<file path="src/logic/hsi_pkg.sv">
package hsi_pkg;

  localparam int DATA_WIDTH     = 16;  // One band sample
  localparam int WORD_WIDTH     = 32;  // Storage word, two bands
  localparam int DATA_WIDTH_MUL = 32;  // Squared difference
  localparam int DATA_WIDTH_ACC = 48;  // Lane accumulator, room for many bands

  // Two bands per storage word
  // Memories move the raw word, the MSE unit works on the lanes
  typedef union packed {
    logic [WORD_WIDTH-1:0] raw;  // Whole word as stored
    struct packed {
      logic [DATA_WIDTH-1:0] hi;  // Odd band
      logic [DATA_WIDTH-1:0] lo;  // Even band
    } lanes;
  } hsi_word_t;

endpackage

</file>
<file path="src/logic/hsi_pixel_buf.sv">
`timescale 1ns/1ps

module hsi_pixel_buf #(
  parameter int  HSI_BANDS = 128,
  localparam int WORDS     = HSI_BANDS / 2,
  localparam int ADDR_W    = $clog2(WORDS)
) (
  input  logic               clk,
  input  logic               rst_n,
  input  logic               wr_en,
  input  logic [ADDR_W-1:0]  wr_addr,  // Word index within the pixel
  input  hsi_pkg::hsi_word_t wr_data,
  input  logic [ADDR_W-1:0]  rd_addr,  // Word part of the library address
  output hsi_pkg::hsi_word_t rd_data
);
  import hsi_pkg::*;

  logic [WORD_WIDTH-1:0] pix [WORDS];  // Pixel under test

  always_ff @(posedge clk) begin
    if (wr_en) begin
      pix[wr_addr] <= wr_data.raw;
    end
  end

  // Same latency as the library memory so words stay paired
  always_ff @(posedge clk or negedge rst_n) begin
    if (!rst_n) begin
      rd_data.raw <= '0;
    end else begin
      rd_data.raw <= pix[rd_addr];
    end
  end

endmodule

</file>
<file path="config.mk">
export PLATFORM = sky130hd
export DESIGN_NAME = hsi_pixel_buf
export DESIGN_NICKNAME = d
export VERILOG_FILES = /design/src/logic/hsi_pkg.sv /design/src/logic/hsi_pixel_buf.sv
export SDC_FILE = /design/constraint.sdc
export NUM_CORES = 2
export LEC_CHECK = 0
export ABC_CLOCK_PERIOD_IN_PS = 4400
export BUFFER_PORTS_ARGS = -buffer_cell sky130_fd_sc_hd__buf_4
export CORE_ASPECT_RATIO = 0.9
export CORE_MARGIN = 2
export CORE_UTILIZATION = 65
export CTS_CLUSTER_DIAMETER = 100
export DETAILED_ROUTE_END_ITERATION = 10
export PLACE_DENSITY = 0.82
export SYNTH_ARGS = -nofsm -noshare
export SYNTH_HDL_FRONTEND = slang
export SYNTH_SLANG_ARGS = --single-unit
</file>
<file path="constraint.sdc">
create_clock -name clk -period 4.4 [get_ports clk]
set_clock_uncertainty 0.15 [all_clocks]
set_input_delay 0.88 -clock clk [delete_from_list [all_inputs] [get_ports clk]]
set_output_delay 0.88 -clock clk [all_outputs]
set_load 0.005 [all_outputs]
</file>
* Word-level counts from Yosys, hierarchy flattened *
Memories as Yosys holds them, arrays and structs flattened. A register that Yosys moved wholly into a read port is not among the register bits.
Cells that the tools add are included.

operators by class
  reductions and logical operators = 1
  mux-type cells = 2

operators with widths
  operator           number
  two-way mux 1 bit  2
  logical NOT 1 bit  1

word-level totals
  flip-flop bits (word level) = 0
  memories = 1
  RAM bits = 2048
  logic and storage cells = 4

memories
  name  words  width  read ports  clocked after memory_dff  wr ports  line                 text
  pix   64     32     1           1                         1         hsi_pixel_buf.sv:18  logic [WORD_WIDTH-1:0] pix [WORDS];

* Longest topological paths before layout *
  depth in word-level cells = 2
  mapped depth = 10

* Worst setup path before layout *
OpenSTA, ideal clock, no wires.

  path type = input to register
  from = input port wr_addr[5]
  to = memory pix[48][0] (enable)
  library setup time = 461 ps
  buffers on the path = 1
  stages = 4
  arrival time = 3766 ps
  setup slack = 23 ps
  cells stage by stage = clkbuf_1 > nand3_1 > or3_1 > nor3_1

RTL lines
  what                line                 text
  start: declaration  hsi_pixel_buf.sv:11  input logic [ADDR_W-1:0] wr_addr,
  end: declaration    hsi_pixel_buf.sv:18

No word-level cell before the write port.

==> impl_results.md <==
- Final Setup Violations: 0
- Root buffer cell: clkbuf_16
- Cells after DPL: 4986
- Setup total negative slack: 0 ns
- Multi-input gate area: roughly 0.016 mm^2
- Utilization after layout: 73.4%
- Data required time of the critical path: 4.90 ns
- Finished Layout Cells: 5351
- Global route overflow: 0
- Total global-route track usage: 36.0%
- Clk buf depth: 3
- Final hold viol count: 0
- Syn_nets: 3372
- Max Cap Violations: 0
- VDD IR-drop max: between 0.3 and 0.4 mV
- Fmax: between 0.2 and 0.3 GHz
- RSZ-0062 raised after global routing: false
- Initial core utilization: roughly two thirds
- Flops & latches, synth: between 2000 and 2500
- CTS clk-pin slew, worst paths: 0.07 ns
- First-pass GRT wire length: roughly 310000 um
- CP Capture Type: flip-flop
- Clk_lat worst skew: 0.83 ns
- CP cell instances: buf_4 -> buf_4 -> nand2b_1 -> o22ai_1 -> nor2_1
- Cts bufs inserted: 188
- FP Rows: ~120
- Mapped cell area: between 0.07 and 0.08 mm^2
- GRT busiest layer: met2
- Clock Power Share: 40.2%
- WL/cell: 40.6 um
- Yosys top cell by area: edfxtp_1
- Vias in the first global route: 41000
- CTS tree: done
- Leakage power: around 28 nW
- Layout cells sized above 1: 30.1%
- Pin count of the biggest net entering global routing: 65
- Fin crit share: 76.8%
- Crit path buffers/inverters: 2
- Routability cong.: ~0.83
- Met2 Use GR: 57.2%
- Number of fill cells: 6164
- 1st-pass router iterations: 6
- Vias: 40400
- Final nets: 3624
- Switching Fraction: a little over a fifth
- Pins Over Slew Limit: 0
- Most common cell on crit path: buf_4
- Tightest Pin Transition: 1.41 ns
- Slowest stage delay, CP: 1.11 ns
- FF/Latch Area: ~0.062 mm^2
- Commonest non-fill, non-tap cells in the layout: 2048 x edfxtp_1, 544 x mux4_2, 213 x buf_4
- Relative slew slack: 5.67%
- # clock sinks: 2080
- Die H: ~330 um
- Total die area: roughly 0.12 mm^2
- Global routing usage on met3: 9.41%
- Commonest non-fill, non-tap cell in the layout: edfxtp_1
- Met1 GRT Util: 48.1%
- Setup Fix Bufs, Post-CTS: 0
- Post-DP HPWL: between 100000 and 150000 um
- Post-synth EDFFs: 2048
- Post_cts resized: 0
- Synth Warn #: 0
- Comb pwr share: 5.2%
- Avg Cell Area, Syn: 23.7 um^2
- IO Port Bufs: slightly below 80
- Via density per instance: 7.56
- PD cells: 456 mW/mm^2
- CP Class: input port to flip-flop
- Initial antenna violation count: 23
- CP delay by family, top: simple AND/OR/NAND/NOR gates
- WL final: 217000 um
- Slowest CP cell: nand2b_1
- Hold buffer count at cts: 0
- Startpoint types: input port
- Minimum clock period: 3.38 ns
- I/O Pins: 79
- Flop2flop setup slack: 1.74 ns
- Synth cell types: 33
- Post-synthesis sequential area ratio: 79.2%
- Sequential share of power: 54.6%
- Share of the synthesized area in the top cell type: 78.2%
- Worst-path fanout max: 21
- Switching power total: about 8.8 mW
- Mapped Cells: 3325
- Async SR Flop Fraction: 1.54%
- Antenna-violating nets left: 0
- Dominant synthesized flop cell: edfxtp_1
- Worst Path Arrival: 3.88 ns
- DIE WIDTH: 371 um
- Core area: 0.121 mm^2
- Tightest Hold Check Type: input port to async pin
- Pint: between 30 and 40 mW
- Initial DRC count: 7123
- H-Tree Level Count: 4
- Synth area leaders: edfxtp_1 78%, mux4_2 16%, mux2i_1 1.2%
- Residual DRC: 0
- Outcome: complete, no violations
- P&R area growth vs syn: 12.5%
## cell type report
class / count / share of cell area [%]
diodes: 10 / 0.0283
clock buffers: 270 / 5.92
clock inverters: 85 / 0.853
multi-input cells: 1063 / 18.0
flip-flops and latches: 2080 / 70.4
well taps: 1599 / 2.26
repair buffers: 244 / 2.49
## routing by layer
| layer | vias up | part of all wire, % | wire length (um) |
|---|---|---|---|
| met5 | - | 0.074 | 161 |
| met2 | 3994 | 49 | 107000 |
| met3 | 746 | 14 | 29500 |
| met1 | 20900 | 32 | 70400 |
| li1 | 14800 | - | - |
| met4 | 24 | 4.8 | 10300 |
## power groups by stage
stage | Clock [mW] | Combinational, mW | Sequential [mW]
after CTS | 16.3 | 2.08 | 22.0
after floorplan | 0 | 1.07 | 22.4
after global placement | 0 | 1.94 | 22.4
after detailed placement | 0 | 2.03 | 22.5
after global routing | 16.9 | 2.19 | 22.0
final | 16.2 | 2.12 | 22.0
## final timing paths
check                             from     endpoint  depth (start not counted)
max                         rd_addr[4]  rd_data[26]                          5
min                              rst_n  rd_data[21]                          1
max reg2reg                 pix[15][9]   rd_data[9]                          4
min reg2reg                pix[28][20]  rd_data[20]                          4
max in group asynchronous        rst_n  rd_data[25]                          1
min in group clk           wr_data[28]  pix[11][28]                          1
## sequential cells by signal (all words and copies together) (netlist names)
name     cells
pix       2048
rd_data     32
## per-stage QoR
step           hold slack (ns)  setup slack, ns  area [um^2]  power (mW)
3_5_place_dp             0.698            0.316        82500        24.5
5_1_grt                 0.0435             1.03        88500        41.2
3_3_place_gp             0.670            0.374        82500        24.4
6_report                0.0546             1.02        88500        40.4
2_1_floorplan            0.434           0.0234        78700        23.5
4_1_cts                 0.0128             1.17        88500        40.4
## cells in the mapped netlist (2+ instances only)
master and count:
edfxtp_1 2048, clkbuf_1 76, nand3b_1 5, and2_1 2
buf_4 21, buf_2 60, o221ai_1 27, nor2b_1 14
mux4_2 544, nor2_1 138, or3_1 4, buf_6 6
a22oi_1 12, a21oi_1 62, nand2_1 27, dfrtp_1 32
or3b_2 3, o32ai_1 4, a311oi_1 8, or3b_1 2
mux2i_1 93, nor3_1 7, nand3_1 6, and3_1 4
a41o_1 4, o22ai_1 84, buf_1 19, nand2b_1 8
## worst register-to-register path, cell delays in order (launching register included)
cell	delay, ns
edfxtp_1	0.40
mux4_2	0.51
mux4_2	0.54
o22ai_1	0.77
nor2_1	0.13
## cell families (layout without fill, tap and decap cells)
family | after synthesis | after routing | synth area share, %
other | 0 | 10 | 0
buffers and inverters | 182 | 599 | 1.12
AO/OA/AOI/OAI | 202 | 202 | 1.67
AND/OR/NAND/NOR | 224 | 224 | 1.26
multiplexers | 637 | 637 | 16.8
flip-flops | 2080 | 2080 | 79.2
No activity file was read; power rests on OpenSTA's default activity.
