===== src/logic/hsi_pkg.sv =====
package hsi_pkg;

  localparam int DATA_WIDTH     = 16;  // One band sample
  localparam int WORD_WIDTH     = 32;  // Storage word, two bands
  localparam int DATA_WIDTH_MUL = 32;  // Squared difference
  localparam int DATA_WIDTH_ACC = 48;  // Lane accumulator, room for many bands

  // Two bands per storage word
  // Memories move the raw word, the MSE unit works on the lanes
  typedef union packed {
    logic [WORD_WIDTH-1:0] raw;  // Whole word as stored
    struct packed {
      logic [DATA_WIDTH-1:0] hi;  // Odd band
      logic [DATA_WIDTH-1:0] lo;  // Even band
    } lanes;
  } hsi_word_t;

endpackage


===== src/logic/hsi_mse.sv =====
`timescale 1ns/1ps

module hsi_mse #(
  parameter int  HSI_BANDS        = 128,
  parameter int  HSI_LIBRARY_SIZE = 256,
  localparam int BANDS_LOG2       = $clog2(HSI_BANDS),
  localparam int REF_W            = $clog2(HSI_LIBRARY_SIZE)
) (
  input  logic                               clk,
  input  logic                               rst_n,
  input  logic                               element_valid,
  input  logic                               element_start,
  input  logic                               element_last,
  input  logic [REF_W-1:0]                   vctr_ref,
  input  hsi_pkg::hsi_word_t                 element_a,  // Pixel word
  input  hsi_pkg::hsi_word_t                 element_b,  // Library word
  output logic [hsi_pkg::DATA_WIDTH_MUL-1:0] mse_value,
  output logic [REF_W-1:0]                   mse_ref,
  output logic                               mse_valid
);
  import hsi_pkg::*;

  logic                      lo_valid, hi_valid;
  logic [DATA_WIDTH_ACC-1:0] lo_value, hi_value;
  logic                      lo_last, hi_last;
  logic [REF_W-1:0]          lo_ref, hi_ref;
  logic                      sum_en;          // Both lanes hold a finished vector
  logic                      sum_valid;
  logic [DATA_WIDTH_ACC:0]   sum_value;       // Carry bit from the lane add
  logic [REF_W-1:0]          sum_ref;
  logic [DATA_WIDTH_ACC:0]   mean;

  assign sum_en = lo_valid && hi_valid && lo_last && hi_last
                  && (lo_ref == hi_ref);     // Lanes run in lockstep
  assign mean   = sum_value >> BANDS_LOG2;  // Divide by the band count

  always_ff @(posedge clk or negedge rst_n) begin
    if (!rst_n) begin
      sum_valid <= 1'b0;
      sum_value <= '0;
      sum_ref   <= '0;
      mse_valid <= 1'b0;
      mse_value <= '0;
      mse_ref   <= '0;
    end else begin
      sum_valid <= sum_en;
      if (sum_en) begin
        sum_value <= {1'b0, lo_value} + {1'b0, hi_value};  // Even plus odd bands
        sum_ref   <= lo_ref;
      end
      mse_valid <= sum_valid;
      if (sum_valid) begin
        mse_value <= mean[DATA_WIDTH_MUL-1:0];  // Mean of squares never exceeds one square
        mse_ref   <= sum_ref;
      end
    end
  end

  sq_df_acc #(
    .HSI_LIBRARY_SIZE(HSI_LIBRARY_SIZE)
  ) channel_lo (
    .clk          (clk),
    .rst_n        (rst_n),
    .data_in_valid(element_valid),
    .data_in_start(element_start),
    .data_in_last (element_last),
    .data_in_ref  (vctr_ref),
    .data_in_a    (element_a.lanes.lo),  // Even bands
    .data_in_b    (element_b.lanes.lo),
    .acc_valid    (lo_valid),
    .acc_value    (lo_value),
    .acc_last     (lo_last),
    .acc_ref      (lo_ref)
  );

  sq_df_acc #(
    .HSI_LIBRARY_SIZE(HSI_LIBRARY_SIZE)
  ) channel_hi (
    .clk          (clk),
    .rst_n        (rst_n),
    .data_in_valid(element_valid),
    .data_in_start(element_start),
    .data_in_last (element_last),
    .data_in_ref  (vctr_ref),
    .data_in_a    (element_a.lanes.hi),  // Odd bands
    .data_in_b    (element_b.lanes.hi),
    .acc_valid    (hi_valid),
    .acc_value    (hi_value),
    .acc_last     (hi_last),
    .acc_ref      (hi_ref)
  );

endmodule


===== src/logic/sq_df_acc.sv =====
`timescale 1ns/1ps

module sq_df_acc #(
  parameter int  HSI_LIBRARY_SIZE = 256,
  localparam int REF_W            = $clog2(HSI_LIBRARY_SIZE)
) (
  input  logic                            clk,
  input  logic                            rst_n,
  input  logic                            data_in_valid,
  input  logic                            data_in_start,  // First element of a vector
  input  logic                            data_in_last,   // Final element of a vector
  input  logic [REF_W-1:0]                data_in_ref,
  input  logic [hsi_pkg::DATA_WIDTH-1:0]  data_in_a,
  input  logic [hsi_pkg::DATA_WIDTH-1:0]  data_in_b,
  output logic                            acc_valid,      // Final sum of one vector
  output logic [hsi_pkg::DATA_WIDTH_ACC-1:0] acc_value,
  output logic                            acc_last,
  output logic [REF_W-1:0]                acc_ref
);
  import hsi_pkg::*;

  logic                        d_valid, d_start, d_last;  // Difference stage framing
  logic [REF_W-1:0]            d_ref;
  logic signed [DATA_WIDTH:0]  diff;                      // One extra bit for the sign
  logic                        s_valid, s_start, s_last;  // Square stage framing
  logic [REF_W-1:0]            s_ref;
  logic [DATA_WIDTH_MUL-1:0]   sq;
  logic signed [2*DATA_WIDTH+1:0] prod;                   // Full signed product

  assign prod = diff * diff;  // Always positive, fits DATA_WIDTH_MUL

  // Framing travels alongside the data
  always_ff @(posedge clk or negedge rst_n) begin
    if (!rst_n) begin
      d_valid   <= 1'b0;
      d_start   <= 1'b0;
      d_last    <= 1'b0;
      d_ref     <= '0;
      s_valid   <= 1'b0;
      s_start   <= 1'b0;
      s_last    <= 1'b0;
      s_ref     <= '0;
      acc_valid <= 1'b0;
      acc_last  <= 1'b0;
      acc_ref   <= '0;
      acc_value <= '0;
    end else begin
      d_valid   <= data_in_valid;
      d_start   <= data_in_valid && data_in_start;
      d_last    <= data_in_valid && data_in_last;
      d_ref     <= data_in_ref;
      s_valid   <= d_valid;
      s_start   <= d_start;
      s_last    <= d_last;
      s_ref     <= d_ref;
      acc_valid <= s_valid && s_last;  // Pulse only with the complete sum
      acc_last  <= s_valid && s_last;
      if (s_valid) begin
        acc_ref   <= s_ref;
        acc_value <= s_start ? DATA_WIDTH_ACC'(sq)  // New vector restarts the sum
                             : acc_value + DATA_WIDTH_ACC'(sq);
      end
    end
  end

  // Arithmetic path
  always_ff @(posedge clk) begin
    diff <= $signed({1'b0, data_in_a}) - $signed({1'b0, data_in_b});
    sq   <= prod[DATA_WIDTH_MUL-1:0];
  end

endmodule


===== config.mk =====
export PLATFORM = sky130hd
export DESIGN_NAME = hsi_mse
export DESIGN_NICKNAME = d
export VERILOG_FILES = /design/src/logic/hsi_pkg.sv /design/src/logic/hsi_mse.sv /design/src/logic/sq_df_acc.sv
export SDC_FILE = /design/constraint.sdc
export NUM_CORES = 2
export LEC_CHECK = 0
export BUFFER_PORTS_ARGS = -buffer_cell sky130_fd_sc_hd__buf_4
export CORE_ASPECT_RATIO = 0.9
export CORE_MARGIN = 8
export CORE_UTILIZATION = 59
export CTS_CLUSTER_SIZE = 20
export DETAILED_ROUTE_END_ITERATION = 8
export PLACE_DENSITY = 0.87
export SKIP_CTS_REPAIR_TIMING = 1
export SLEW_MARGIN = 20
export SYNTH_ARGS = -nofsm -noshare
export SYNTH_HDL_FRONTEND = slang
export SYNTH_SLANG_ARGS = --single-unit

===== constraint.sdc =====
create_clock -name clk -period 6.14 [get_ports clk]
set_input_delay 0.307 -clock clk [delete_from_list [all_inputs] [get_ports clk]]
set_output_delay 0.307 -clock clk [all_outputs]
set_load 0.005 [all_outputs]

== Word level (Yosys, flattened, before mapping) ==
Cells that the tools add are included.
Word-level totals
  register bits after elaboration: 314
  output and inout port bits: 41
  bits of input ports: 77
  latch bits: 0
  memories kept: 0
  word-level logic and storage cells: 34
  memory bits (writable): 0
  ROM bits: 0
Operators by class
  $mul: 2
  magnitude comparators: 0
  bitwise logic cells: 0
  mux-type cells: 2
  shift operators: 0
  reduce and logical (&&, ||, !) cells: 3
  divide/modulo/power cells: 0
  equality and inequality tests: 0
  add/sub/neg operators: 5
Operators with widths (count)
  48-bit by 32-bit adder with 48-bit output: 2
  48-bit two-way mux: 2
  17-bit by 17-bit multiplier with 32-bit output: 2
  39-bit adder: 1
  16-bit by 16-bit subtractor with 17-bit output: 2
  1-bit logical AND: 3

== Longest topological paths before layout ==
  word-level depth: 2
  mapped depth: 25
  mapped depth without buffers: 25

== By module ==
Synthesis repeated with hierarchy kept, for this count alone.
Unflattened totals
  cells, all modules: 4018
  area total of the unflattened synthesis: 37521.0 µm²
By module, submodules not included
  sq_df_acc at channel_hi: sequential area each 2937.8 µm², times used 1, cells an instance 1731, area each 16143.0 µm²
  sq_df_acc at channel_lo: sequential area each 2937.8 µm², times used 1, cells an instance 1713, area each 16120.5 µm²
  hsi_mse: sequential area each 2052.0 µm², times used 1, cells an instance 574, area each 5257.5 µm²

== Worst setup path after synthesis ==
Ideal clock, no wire load.
  path kind: flip-flop to flip-flop
  from: register channel_hi.diff[2]
  to: register channel_hi.sq[31]
  setup time: 0.072 ns
  required time: 6.068 ns
  buffers on the path: 2
  path slack: -0.226 ns
  data arrival time: 6.294 ns
  period minus slack after synthesis: 6.366 ns
  cell stages (with the launch flop): 26
  cell sequence: dfxtp_1 > clkbuf_1 > clkbuf_1 > nand2_1 > fa_1 > inv_1 > fa_1 > inv_1 > fa_1 > inv_1 > fa_1 > fa_1 > inv_1 > fa_1 > inv_1 > ha_1 > a21o_1 > a21o_1 > a211oi_1 > a211oi_1 > or4b_1 > a31oi_1 > a21oi_1 > a21o_1 > a21oi_1 > xor2_1
On the way
  longest elaborated chain between the ends: 1
RTL lines
  start, declared: line sq_df_acc.sv:24  | logic signed [DATA_WIDTH:0] diff;
  start signal, assigned: line sq_df_acc.sv:68  | diff <= $signed({1'b0, data_in_a}) - $signed({1'b0, data_in_b});
  17-bit by 17-bit multiplier with 32-bit output: line sq_df_acc.sv:30  | assign prod = diff * diff;
  net channel_hi.prod[31]: line sq_df_acc.sv:28  | logic signed [2*DATA_WIDTH+1:0] prod;
  end signal, assigned: line sq_df_acc.sv:69  | sq <= prod[DATA_WIDTH_MUL-1:0];
  end, declared: line sq_df_acc.sv:27  | logic [DATA_WIDTH_MUL-1:0] sq;
The timed path passes the listed nets, and every way through them passes these cells.
A chain may end at the register's enable or synchronous reset.

== Worst setup path in the final report ==
  from: register channel_hi.diff[12]
  to: register channel_hi.sq[31]
The elaborated chain is that of the path after synthesis.

==> metrics.txt <==
Hold Path Cell Cnt 3; Final Hold Vio Count 1; clk_lat worst skew 0.60 ns; CP startpoint kind flip-flop; post-DR wirelength/cell 17.6 microns; simple-gate share of the synthesized area 10.8%; worst endpoint required time 6.62 ns; number of synthesized flops with an enable pin 0; Nets 4740; normalized max-slew margin 34.1%; Compound-Gate Fraction of Synth Area 10.5%; ANT cells 0; die area 66200 sq um; final WL 82.0 mm; Die Width 270 microns; post-synthesis xor/xnor area fraction 4.97%; DRC Markers 0; Finish-stage setup viols 2; Synth async-reset ratio 66.6%; R2R cell count 26; total congestion overflow 0; worst setup path end channel_hi.sq[31]; final worst path period share 104%; GRT Total Usage 23.4%; most numerous cell in the Yosys netlist inv_1; Yosys top cell by area fa_1; clock buffer depth 3; Max Clock Freq 0.156 GHz; Slew @ Worst Pin 0.988 ns; Rows 84; Final ANT Viol Nets 0; Final Max Tran Viols 0; Syn Area/Cell 9.52 sq um; CTS sink cnt 287; flop2flop setup slack -0.26 ns; PortBufs 117; dpl hpwl 62.8 mm; Post-Synth Adder-Cell Area 40.9%; first-pass GRT wire length 130 mm; clk slew on worst S/H paths 0.06 ns; initial drt markers 1703; main combinational cell family by area after synthesis adder cells; CTS Buf Count 31; Yosys top cell area share 29.9%; Warnings, synthesis 0; pre-CTS WS -0.217 ns; GPL Wtd Cong 0.953; Core ar. 58000 sq um; failing checks hold timing, setup timing; outcome complete, but fails checks; vias in the first global route 27400; final worst-path setup slack -0.264 ns; initial antenna violation count 0; largest net degree at the start of global routing 121; Synth Flop Type dfrtp_1; Final min period 6.40 ns; WS Path Type reg -> reg; Initial DRT Pass Iterations 9; CTS tree done; Final Hold Slack -0.00902 ns; Reg2Reg Capture Point channel_hi.sq[31]; Mapped Area 34400 sq um; number of library cell types mapped by synthesis 84; critical path arrival 6.88 ns; top cells by count, synth inv_1 (762), fa_1 (514), ha_1 (300); max_cap viols 0; DIE HEIGHT 245 microns; Synth Register Bits 287; Syn Nets 4499; root buf cell clkbuf_16; share of layout cells above drive strength 1 15.8%; CP max FO 8; worst hold-check path type in -> reg; FF-to-FF Start channel_hi.diff[12]; Worst Setup SP channel_hi.diff[12]; Area growth, synth to finish 13.4%; Starting Density 59.2%; Vias/cell 5.57; post-synthesis sequential area ratio 19.5%; CTS H-tree depth 1; post-synthesis cell count 3608; Worst setup EP type flip-flop; RSZ-0062 raised after global routing true; Vias 25900; Area contributors post-synth fa_1 (30%), dfrtp_1 (14%), ha_1 (11%), inv_1 (8.3%), dfxtp_1 (5.6%); mux contribution to synthesized area 3.82%; Ports 118; Setup Skew 0.0126 ns
## placed cells by master, fill, tap and decap left out, types with 78 or more instances in the layout
master	n
ha_1	286
inv_1	749
xnor2_1	130
fa_1	488
mux2_2	89
nand2_1	224
a21o_1	78
and2_1	118
nor2_1	176
buf_4	277
a21oi_1	206
dfrtp_1	188
## cell type report
cell class / instances / area, sq um
multi-input cells: 2461 / 24900
fillers: 4106 / 19000
flip-flops and latches: 287 / 6790
inverters: 762 / 2860
repair buffers: 306 / 2420
well taps: 774 / 968
clock buffers: 47 / 958
clock inverters: 11 / 105
## layer usage
layer	up-vias	GRT usage (%)	share of wire, %
li1	11900	-	-
met1	12800	30.3	40
met2	996	40.9	49
met3	235	3.98	6.9
met4	0	5.96	3.5
met5	-	0	0
## cells by family (layout without fill, tap and decap cells)
family | after synthesis | in the layout
adder cells (fa/ha/maj) | 814 | 814
multiplexers | 120 | 120
AND/OR/NAND/NOR | 767 | 767
XOR/XNOR | 195 | 195
AO/OA/AOI/OAI | 565 | 565
flip-flops | 287 | 287
buffers and inverters | 860 | 1126
## stage by stage
step           std cells  hold WS (ns)  area, sq um  TNS (ns)  util, %
2_1_floorplan       3608        0.0114        34400         0        -
3_3_place_gp        4562         0.334        37100   -0.0513     63.9
3_5_place_dp        4562         0.340        37100    -0.353     63.9
4_1_cts             4620        -0.201        38200    -0.478     65.8
5_1_grt             4648       0.00208        39000     -2.02     67.2
6_report            4648      -0.00902        39000    -0.472     67.2
## registers in the layout (all words and copies together), names as in the netlist, 17 cells and up
register              flops
channel_lo.acc_value     39
channel_lo.sq            31
mse_value                32
channel_hi.sq            31
channel_hi.acc_value     39
channel_hi.diff          17
sum_value                32
channel_lo.diff          17
## critical path, cell delays in order, from the launching register on
cell and delay [ns]:
dfxtp_4 0.40, buf_6 0.17, inv_1 0.08, nor2_1 0.24, inv_1 0.10, fa_1 0.37, inv_1 0.12, fa_1 0.24
inv_1 0.07, fa_1 0.48, inv_1 0.07, fa_2 0.47, fa_1 0.50, inv_1 0.05, fa_1 0.47, inv_1 0.06
ha_4 0.28, nand4_1 0.26, nor4_1 0.54, o21ba_4 0.23, a211oi_2 0.28, or4b_1 0.18, a31oi_2 0.11, a21oi_2 0.17
a21o_1 0.14, a21oi_2 0.06, xor2_1 0.15
## worst min-delay path by stage
stage                              startpoint                 endpoint  slack [ns]
after global routing            element_b[16]       channel_hi.diff[0]       0.002
after detailed placement   channel_hi.d_valid       channel_hi.s_valid        0.34
after floorplan                         rst_n  channel_hi.acc_value[0]        0.01
final                           element_b[16]       channel_hi.diff[0]      -0.009
after global placement    channel_hi.d_ref[6]      channel_hi.s_ref[6]        0.33
after CTS                         vctr_ref[7]      channel_hi.d_ref[7]       -0.20
Power is not shown: default switching activity piles up to over one toggle a cycle in this logic, so the estimate is an artifact.
