File: config.mk
export PLATFORM = sky130hd
export DESIGN_NAME = hsi_match_ctrl
export DESIGN_NICKNAME = d
export VERILOG_FILES = /design/src/logic/hsi_match_ctrl.sv
export SDC_FILE = /design/constraint.sdc
export NUM_CORES = 1
export LEC_CHECK = 0
export ABC_AREA = 1
export BUFFER_PORTS_ARGS = -buffer_cell sky130_fd_sc_hd__buf_2
export CORE_UTILIZATION = 50
export CTS_CLUSTER_DIAMETER = 40
export DETAILED_ROUTE_END_ITERATION = 12
export PLACE_DENSITY = 0.75
export SYNTH_ARGS = -nofsm -noshare
export SYNTH_HDL_FRONTEND = slang
export SYNTH_SLANG_ARGS = --single-unit
File: constraint.sdc
create_clock -name clk -period 1.6 [get_ports clk]
set_input_delay 0 -clock clk [delete_from_list [all_inputs] [get_ports clk]]
set_output_delay 0 -clock clk [all_outputs]
set_load 0.03 [all_outputs]
File: src/logic/hsi_match_ctrl.sv
`timescale 1ns/1ps

module hsi_match_ctrl #(
  parameter int  HSI_BANDS        = 128,
  parameter int  HSI_LIBRARY_SIZE = 256,
  localparam int WORDS            = HSI_BANDS / 2,
  localparam int WORD_AW          = $clog2(WORDS),
  localparam int REF_W            = $clog2(HSI_LIBRARY_SIZE),
  localparam int ADDR_W           = $clog2(HSI_LIBRARY_SIZE * WORDS)
) (
  input  logic              clk,
  input  logic              rst_n,
  input  logic              start,          // Ignored while busy
  input  logic              match_valid,    // Search result out, ends the run
  output logic              busy,
  output logic [ADDR_W-1:0] rd_addr,        // Shared by both memories
  output logic              element_valid,  // Framing lines up with read data
  output logic              element_start,
  output logic              element_last,
  output logic [REF_W-1:0]  vctr_ref
);

  localparam logic [1:0] ST_IDLE  = 2'd0;
  localparam logic [1:0] ST_ISSUE = 2'd1;  // One word per cycle, no gaps
  localparam logic [1:0] ST_DRAIN = 2'd2;  // Wait for the pipeline to empty

  logic [1:0]         state;
  logic [WORD_AW-1:0] word_cnt;
  logic [REF_W-1:0]   entry_cnt;
  logic               issuing;
  logic               word_end, entry_end;

  assign issuing   = (state == ST_ISSUE);
  assign word_end  = (word_cnt == WORD_AW'(WORDS - 1));
  assign entry_end = (entry_cnt == REF_W'(HSI_LIBRARY_SIZE - 1));
  assign busy      = (state != ST_IDLE);
  assign rd_addr   = {entry_cnt, word_cnt};  // Entry times words plus word

  always_ff @(posedge clk or negedge rst_n) begin
    if (!rst_n) begin
      state     <= ST_IDLE;
      word_cnt  <= '0;
      entry_cnt <= '0;
    end else begin
      case (state)
        ST_IDLE: if (start) begin
          state     <= ST_ISSUE;
          word_cnt  <= '0;
          entry_cnt <= '0;
        end
        ST_ISSUE: begin
          word_cnt <= word_cnt + 1'b1;  // Wraps at the vector end
          if (word_end) begin
            entry_cnt <= entry_cnt + 1'b1;
            if (entry_end) state <= ST_DRAIN;
          end
        end
        ST_DRAIN: if (match_valid) state <= ST_IDLE;
        default: state <= ST_IDLE;
      endcase
    end
  end

  // Delay the framing by the memory read latency
  always_ff @(posedge clk or negedge rst_n) begin
    if (!rst_n) begin
      element_valid <= 1'b0;
      element_start <= 1'b0;
      element_last  <= 1'b0;
      vctr_ref      <= '0;
    end else begin
      element_valid <= issuing;
      element_start <= issuing && (word_cnt == '0);
      element_last  <= issuing && word_end;
      vctr_ref      <= entry_cnt;
    end
  end

endmodule

* After elaboration in Yosys (flattened, before gate mapping) *
Index checks and enable logic that the tools add are counted.

storage, ports and cells
  register bits after elaboration = 27
  output and inout port bits = 26
  word-level logic and storage cells = 36

cells by class
  add/sub/neg operators = 2
  equal/unequal tests = 8
  muxes and demuxes = 10
  reduce and logical (&&, ||, !) cells = 9

operator list
  kind                   count
  $mux W8                2
  $pmux W8 S2            1
  $pmux W6 S2            1
  $add A8 B1 Y8 const B  1
  $eq A8 B8 Y1 const B   1
  $mux W2                4
  $add A6 B1 Y6 const B  1
  $eq A6 B6 Y1 const B   1
  $logic_not A6 Y1       1
  $mux W6                1
  $pmux W2 S3            1
  $ne A2 B1 Y1 const B   2
  $ne A2 B2 Y1 const B   2
  $reduce_and A4 Y1      1
  $reduce_bool A2 Y1     2
  $reduce_and A3 Y1      1
  $eq A2 B1 Y1 const B   1
  $eq A2 B2 Y1 const B   1
  $logic_and A1 B1 Y1    2
  $logic_not A2 Y1       1
  $reduce_and A2 Y1      1

* Logic depth before layout (Yosys ltp) *
Gate-level depths: netlist of the first run.

  depth after elaboration = 4
  mapped depth = 8
  mapped depth without buffers = 8

* Worst setup path before layout of the first run *
Ideal clock, no wire load.

  kind = register to register
  start point = register word_cnt[0]
  end point = register entry_cnt[0]
  library setup time = 137 ps
  data arrival time = 1363 ps
  data required time = 1463 ps
  slack = 100 ps
  cell stages (with the launch flop) = 9
  path buffers = 0
  cell sequence = dfrtp_1 > ha_1 > nand2_2 > nor2_4 > nand3_4 > nand2_4 > inv_4 > nand2_1 > o21ai_1

between the ends
  word-level cells in the longest chain between the ends = 3

ends and longest elaborated chain
  item                                line  source
  from (decl)                         28    logic [WORD_AW-1:0] word_cnt;
  from (signal assigned)              52    word_cnt <= word_cnt + 1'b1;
  $eq A6 B6 Y1                        34    assign word_end = (word_cnt == WORD_AW'(WORDS - 1));
  $ne A2 B1 Y1 (no source line)       --
  $reduce_and A3 Y1 (no source line)  --
  to (signal assigned)                54    entry_cnt <= entry_cnt + 1'b1;
  to (decl)                           29    logic [REF_W-1:0] entry_cnt;

No other way between the ends.
A chain may end at the register's enable or synchronous reset.

* Worst setup path after layout of the first run *
Ends and elaborated chain as after synthesis.

==> results.md, run 1 <==
* M2 GR Usage at 0.327
* Total gr overflow at 0
* Leakage at 0.000785 uW
* Yosys top cell area share at 0.541
* Clock group share of total power at 0.290
* CTS tree: built
* Floorplan die width at 52.0 um
* EDFF count, synth at 0
* Fillers at 184
* Synth async-reset ratio at 1.00
* DR pass1 iterations at 4
* Power Internal at 786 uW
* Synth Flop Type: dfrtp_1
* Psw at 204 uW
* # IOs at 30
* Worst Hold Class: in2reg
* Initial Utilization at 0.549
* Overall Global Routing Usage at 0.205
* Minimum clock period at 1.39 ns
* Crit-path max FO at 8
* Routability cong. at 0.921
* WL final at 2470 um
* Grt met3 use at 0.0439
* Global routing usage on met1 at 0.255
* Yosys top cell by area: dfrtp_1
* Later-pin clock latency in the skew report at 0.32 ns
* Cell with the most instances after synthesis: nand2_1
* Clock Path Buffers at 2
* Status: complete, no violations
* Setup violations, final at 0
* Min Hold Slack at 0.0250 ns
* Worst setup margin at 0.207 ns
* Sw Ratio at 0.206
* Initial antenna violation count at 0
* # diodes at 0
* Synthesized instance count at 139
* Max_cap viols at 0
* IO buf count at 29
* Core ar. at 2280 um^2
* Syn Nets at 146
* Slowest-stage cell, CP: dfrtp_1
* # nets final at 181
* Arrival @ worst endpoint at 1.60 ns
* Post-CTS Setup Bufs at 0
* Post-route setup TNS at 0 ns
* Worst Clk Skew at 0.00853 ns
* Commonest cells in the netlist: 33 x nand2_1, 27 x dfrtp_1, 18 x inv_1
* Post-Syn Area per Cell at 8.98 um^2
* Startpoint types: flop
* Largest cells by area after synthesis: dfrtp_1 54%, nand2_1 9.9%, nand3_1 6.8%, inv_1 5.4%, ha_1 3.0%
* RSZ-0062 raised after global routing: false
* Tcrit/Tclk final at 0.871
* Yosys warnings at 0
* Busiest grt layer: met2
* Post-synthesis cell area at 1250 um^2
* Sequential area share after synthesis at 0.541
* Routed Antenna Nets at 0
* Share of layout cells above drive strength 1 at 0.254
* Area Overhead vs Synth at 17.4%
* Row cnt at 17
* Clock-pin transition on the worst setup and hold timing paths at 0.14 ns
* WS Path Type: reg2reg
* Max-Slew Margin vs Limit at 0.613
* CP max stage delay at 0.45 ns
* Max-slew violation count at 0
* Die height at 52.0 um
* Worst Setup Slack post-DPL at 0.239 ns
* Tightest Pin Transition at 0.580 ns
* Reg power frac at 0.689
* Die area at 2700 um^2
* Comb pwr share at 0.021
* Max Fclk at 718 MHz
* Post-DP HPWL at 1750 um
* WP data required at 1.81 ns
* Final hold violations at 0
* # DRC at 0
* Vias per std cell at 5.14
* Initial drt markers at 24
* Num CTS Buffers at 3
* R2R setup slack at 0.21 ns
* Vias in the first global route at 960
* Crit. End Element: flop
* Clk root buf: clkbuf_4
* Wire per inst at 12.3 um
* Vias at 1,034
* Seq cells post-synth at 27
* Power Density at 675 nW/um^2
* Largest net degree at the start of global routing at 28
* Synth unique cells at 25
* First-pass GRT wire length at 4040 um
* Htree depth at 1
* Clock sinks at 27
* Worst VDD drop at 0.387 mV
* Cell Chain, Critical Path: ha_1 -> nand2_2 -> nor2_4 -> nand3_4 -> nand2_4 -> inv_4 -> nand2_1 -> o21ai_1
power by group through the flow:
| stage | clock, uW | combinational, uW | sequential [uW] |
|---|---|---|---|
| 6_report | 287 | 21.0 | 682 |
| 3_5_place_dp | 0 | 18.6 | 695 |
| 4_1_cts | 286 | 22.3 | 682 |
| 2_1_floorplan | 0 | 0.916 | 696 |
| 3_3_place_gp | 0 | 17.6 | 695 |
| 5_1_grt | 320 | 24.6 | 683 |
registers in the layout, indices dropped and copies added (netlist names):
| name | count |
|---|---|
| element_last | 1 |
| element_start | 1 |
| element_valid | 1 |
| entry_cnt | 8 |
| state | 2 |
| vctr_ref | 8 |
| word_cnt | 6 |
cell usage in the layout, fill, tap and decap left out, drive strengths merged, types with 2 or more instances in the layout:
cell type,instances
a21oi,3
o21ai,10
inv,21
clkbuf,4
o21bai,2
dlygate4sd3,2
nand2,35
nand3,18
buf,30
nor2,12
dfrtp,27
ha,3
final timing paths:
| path | end | cells past startpoint | start |
|---|---|---|---|
| max | entry_cnt[0] | 8 | word_cnt[0] |
| min | state[0] | 3 | start |
| max reg2reg | entry_cnt[0] | 8 | word_cnt[0] |
| min reg2reg | vctr_ref[6] | 0 | entry_cnt[6] |
| max in group asynchronous | vctr_ref[1] | 2 | rst_n |
| min in group asynchronous | state[0] | 2 | rst_n |
routing by layer:
metal,vias up,wire length (um)
met3,4,119
met5,-,0
met1,486,1150
met4,0,28
li1,512,-
met2,32,1170
layout make-up:
cell class / instances / area (um^2) / share of cell area
flip-flops and latches: 27 / 676 / 0.461
multi-input cells: 89 / 475 / 0.324
repair buffers: 32 / 173 / 0.118
well taps: 28 / 35.0 / 0.0239
inverters: 21 / 81.3 / 0.0555
clock buffers: 4 / 26.3 / 0.0179
what timing repair did:
action,4_1_cts,5_1_grt
resized for setup,0,0
endpoints found under the hold margin,28,0
hold buffers,2,0
setup endpoints to repair,0,0
worst max-delay path: cells and delay by family (launching register included):
kind / cells / cell delay (ns)
and+or+nand+nor: 5 / 0.48
DFF: 1 / 0.45
adders and majority gates: 1 / 0.23
buffers and inverters: 1 / 0.06
AOI/OAI and AO/OA: 1 / 0.06
logic make-up after synthesis:
kind of cell / count (synthesis) / synth area share
AOI/OAI and AO/OA: 17 / 0.0812
buffers and inverters: 23 / 0.0782
xor gates and xnor gates: 1 / 0.00702
and+or+nand+nor: 68 / 0.263
DFF: 27 / 0.541
adders and majority gates: 3 / 0.0301
per-stage QoR:
stage | instances | area, um^2 | utilization | power, uW
2_1_floorplan | 139 | 1250 | - | 696
3_3_place_gp | 195 | 1420 | 0.624 | 713
3_5_place_dp | 195 | 1420 | 0.624 | 714
4_1_cts | 201 | 1470 | 0.644 | 991
5_1_grt | 201 | 1470 | 0.644 | 1030
6_report | 201 | 1470 | 0.644 | 990
Note: power is estimated with default switching activity, not from simulation.
==> inputs of run 2 (changes only) <==
- CORE_UTILIZATION: 50 -> 24
- CTS_BUF_LIST: default -> sky130_fd_sc_hd__clkbuf_4 sky130_fd_sc_hd__clkbuf_8
- PLACE_DENSITY: 0.75 -> default
==> results.md, run 2 (synthesized netlist as in run 1, its figures left out) <==
* RSZ-0062 raised after global routing: false (unchanged)
* Worst VDD drop at 0.400 mV (was 0.387 mV)
* Max_cap viols at 0 (unchanged)
* Post-CTS Resized at 0 (unchanged)
* Routability cong. at 0.831 (was 0.921)
* Power Density at 708 nW/um^2 (was 675 nW/um^2)
* Initial antenna violation count at 0 (unchanged)
* Max-slew violation count at 0 (unchanged)
* Comb pwr share at 0.019 (was 0.021)
* DR pass1 iterations at 4 (unchanged)
* Die height at 74.1 um (was 52.0 um)
* Htree depth at 1 (unchanged)
* # IOs at 30 (unchanged)
* Vias at 996 (was 1,034)
* # nets final at 182 (was 181)
* Clock-pin transition on the worst setup and hold timing paths at 0.09 ns (was 0.14 ns)
* Overall Power at 1090 uW (was 990 uW)
* Clock group share of total power at 0.357 (was 0.290)
* WL final at 2540 um (was 2470 um)
* # DRC at 0 (unchanged)
* Post-CTS Hold Fix Bufs at 2 (unchanged)
* Wire per inst at 10.5 um (was 12.3 um)
* Tightest Pin Transition at 0.594 ns (was 0.580 ns)
* Status: complete, no violations (unchanged)
* Core ar. at 4850 um^2 (was 2280 um^2)
* Placed insts at 235 (was 195)
* CTS tree: built (unchanged)
* Area Overhead vs Synth at 23.7% (was 17.4%)
* First-pass GRT wire length at 4270 um (was 4040 um)
* Row cnt at 25 (was 17)
* Overall Global Routing Usage at 0.105 (was 0.205)
* IO buf count at 29 (unchanged)
* Largest net degree at the start of global routing at 28 (unchanged)
* CP endpoint: entry_cnt[3] (was entry_cnt[0])
* Reg2reg path depth at 8 (unchanged)
* Clock Path Buffers at 2 (unchanged)
* WP data required at 1.77 ns (was 1.81 ns)
* Tcrit/Tclk final at 0.853 (was 0.871)
* Floorplan die width at 74.1 um (was 52.0 um)
* Startpoint types: flop (unchanged)
* Num CTS Buffers at 3 (unchanged)
* WS Path Type: reg2reg (unchanged)
* CP startpoint: word_cnt[0] (unchanged)
* Total gr overflow at 0 (unchanged)
* Later-pin clock latency in the skew report at 0.27 ns (was 0.32 ns)
* Hold Crit Depth at 3 (unchanged)
* Final hold violations at 0 (unchanged)
* Minimum clock period at 1.36 ns (was 1.39 ns)
* Post-CTS Setup Bufs at 0 (unchanged)
* Initial drt markers at 52 (was 24)
* Setup violations, final at 0 (unchanged)
* Reg power frac at 0.624 (was 0.689)
* Crit. End Element: flop (unchanged)
* R2R setup slack at 0.24 ns (was 0.21 ns)
* Arrival @ worst endpoint at 1.54 ns (was 1.60 ns)
* Critical R2R Launch: word_cnt[0] (unchanged)
* Final non-filler cell total at 241 (was 201)
* Post-DP HPWL at 1870 um (was 1750 um)
* Vias per std cell at 4.13 (was 5.14)
* Vias in the first global route at 871 (was 960)
* Crit-path max FO at 8 (unchanged)
* Post-route cell area at 1550 um^2 (was 1470 um^2)
* Share of layout cells above drive strength 1 at 0.264 (was 0.254)
* Initial Utilization at 0.258 (was 0.549)
* Most frequent cells in the layout: 33 x nand2_1, 29 x buf_2, 27 x dfrtp_1 (unchanged)
* Sw Ratio at 0.209 (was 0.206)
* Psw at 229 uW (was 204 uW)
* Worst Clk Skew at 0.00613 ns (was 0.00853 ns)
* Clock sinks at 27 (unchanged)
* Power Internal at 865 uW (was 786 uW)
* Routed Antenna Nets at 0 (unchanged)
* Max-Slew Margin vs Limit at 0.604 (was 0.613)
* Max Fclk at 733 MHz (was 718 MHz)
* # diodes at 0 (unchanged)
* Clk root buf: clkbuf_8 (was clkbuf_4)
* Leakage at 0.000797 uW (was 0.000785 uW)
* Post-route setup TNS at 0 ns (unchanged)
* Most common cell after layout, fill and taps aside: nand2_1 (unchanged)
* Die area at 5500 um^2 (was 2700 um^2)
* Placed Area at 1480 um^2 (was 1420 um^2)
* Reg2reg end: entry_cnt[3] (was entry_cnt[0])
* Biggest regs: entry_cnt x8, vctr_ref x8, word_cnt x6 (unchanged)
* Worst Hold Class: in2reg (unchanged)
run 2: cell type report:
| type | count | area [um^2] |
|---|---|---|
| sequential | 27 | 676 |
| clock buffer | 3 | 41.3 |
| tap | 67 | 83.8 |
| timing repair buffer | 33 | 180 |
| inverter | 21 | 81.3 |
| clock inverter | 1 | 7.51 |
| fill | 525 | 3300 |
| multi-input combinational | 89 | 475 |
run 2: worst min path at each step:
stage	startpoint	to	slack, ns
4_1_cts	start	state[0]	0.08
5_1_grt	start	state[0]	0.10
3_3_place_gp	rst_n	element_valid	0.05
6_report	start	state[0]	0.09
3_5_place_dp	rst_n	vctr_ref[0]	0.05
2_1_floorplan	rst_n	element_last	-0.30
run 2: power groups by stage:
stage / clock (uW) / sequential [uW] / combinational (uW)
global route: 448 / 682 / 26.0
CTS: 415 / 682 / 22.8
detailed placement: 0 / 695 / 19.2
floorplan: 0 / 696 / 0.916
finish: 390 / 682 / 21.2
global placement: 0 / 695 / 19.0
run 2: stage by stage:
| step | setup slack (ns) | util | hold slack [ns] |
|---|---|---|---|
| finish | 0.236 | 0.319 | 0.0878 |
| global route | 0.124 | 0.319 | 0.103 |
| CTS | 0.242 | 0.319 | 0.0837 |
| detailed placement | 0.247 | 0.305 | 0.0483 |
| global placement | 0.283 | 0.305 | 0.0450 |
| floorplan | 0.100 | - | -0.296 |
run 2: metal layers:
layer | wire [um] | vias to the layer above | track usage
met5 | 0 | - | 0
met4 | 55 | 0 | 0.0577
met3 | 113 | 4 | 0.0298
met2 | 1110 | 25 | 0.152
met1 | 1260 | 450 | 0.140
li1 | - | 517 | -
run 2: worst max-delay path: stages, from the launching register on:
cell and delay [ns]:
dfrtp_1 0.43, ha_1 0.22, nand2_2 0.09, nor2_4 0.13, nand3_4 0.10, nand2_4 0.10, inv_4 0.06, nand2_1 0.07
o21ai_2 0.05
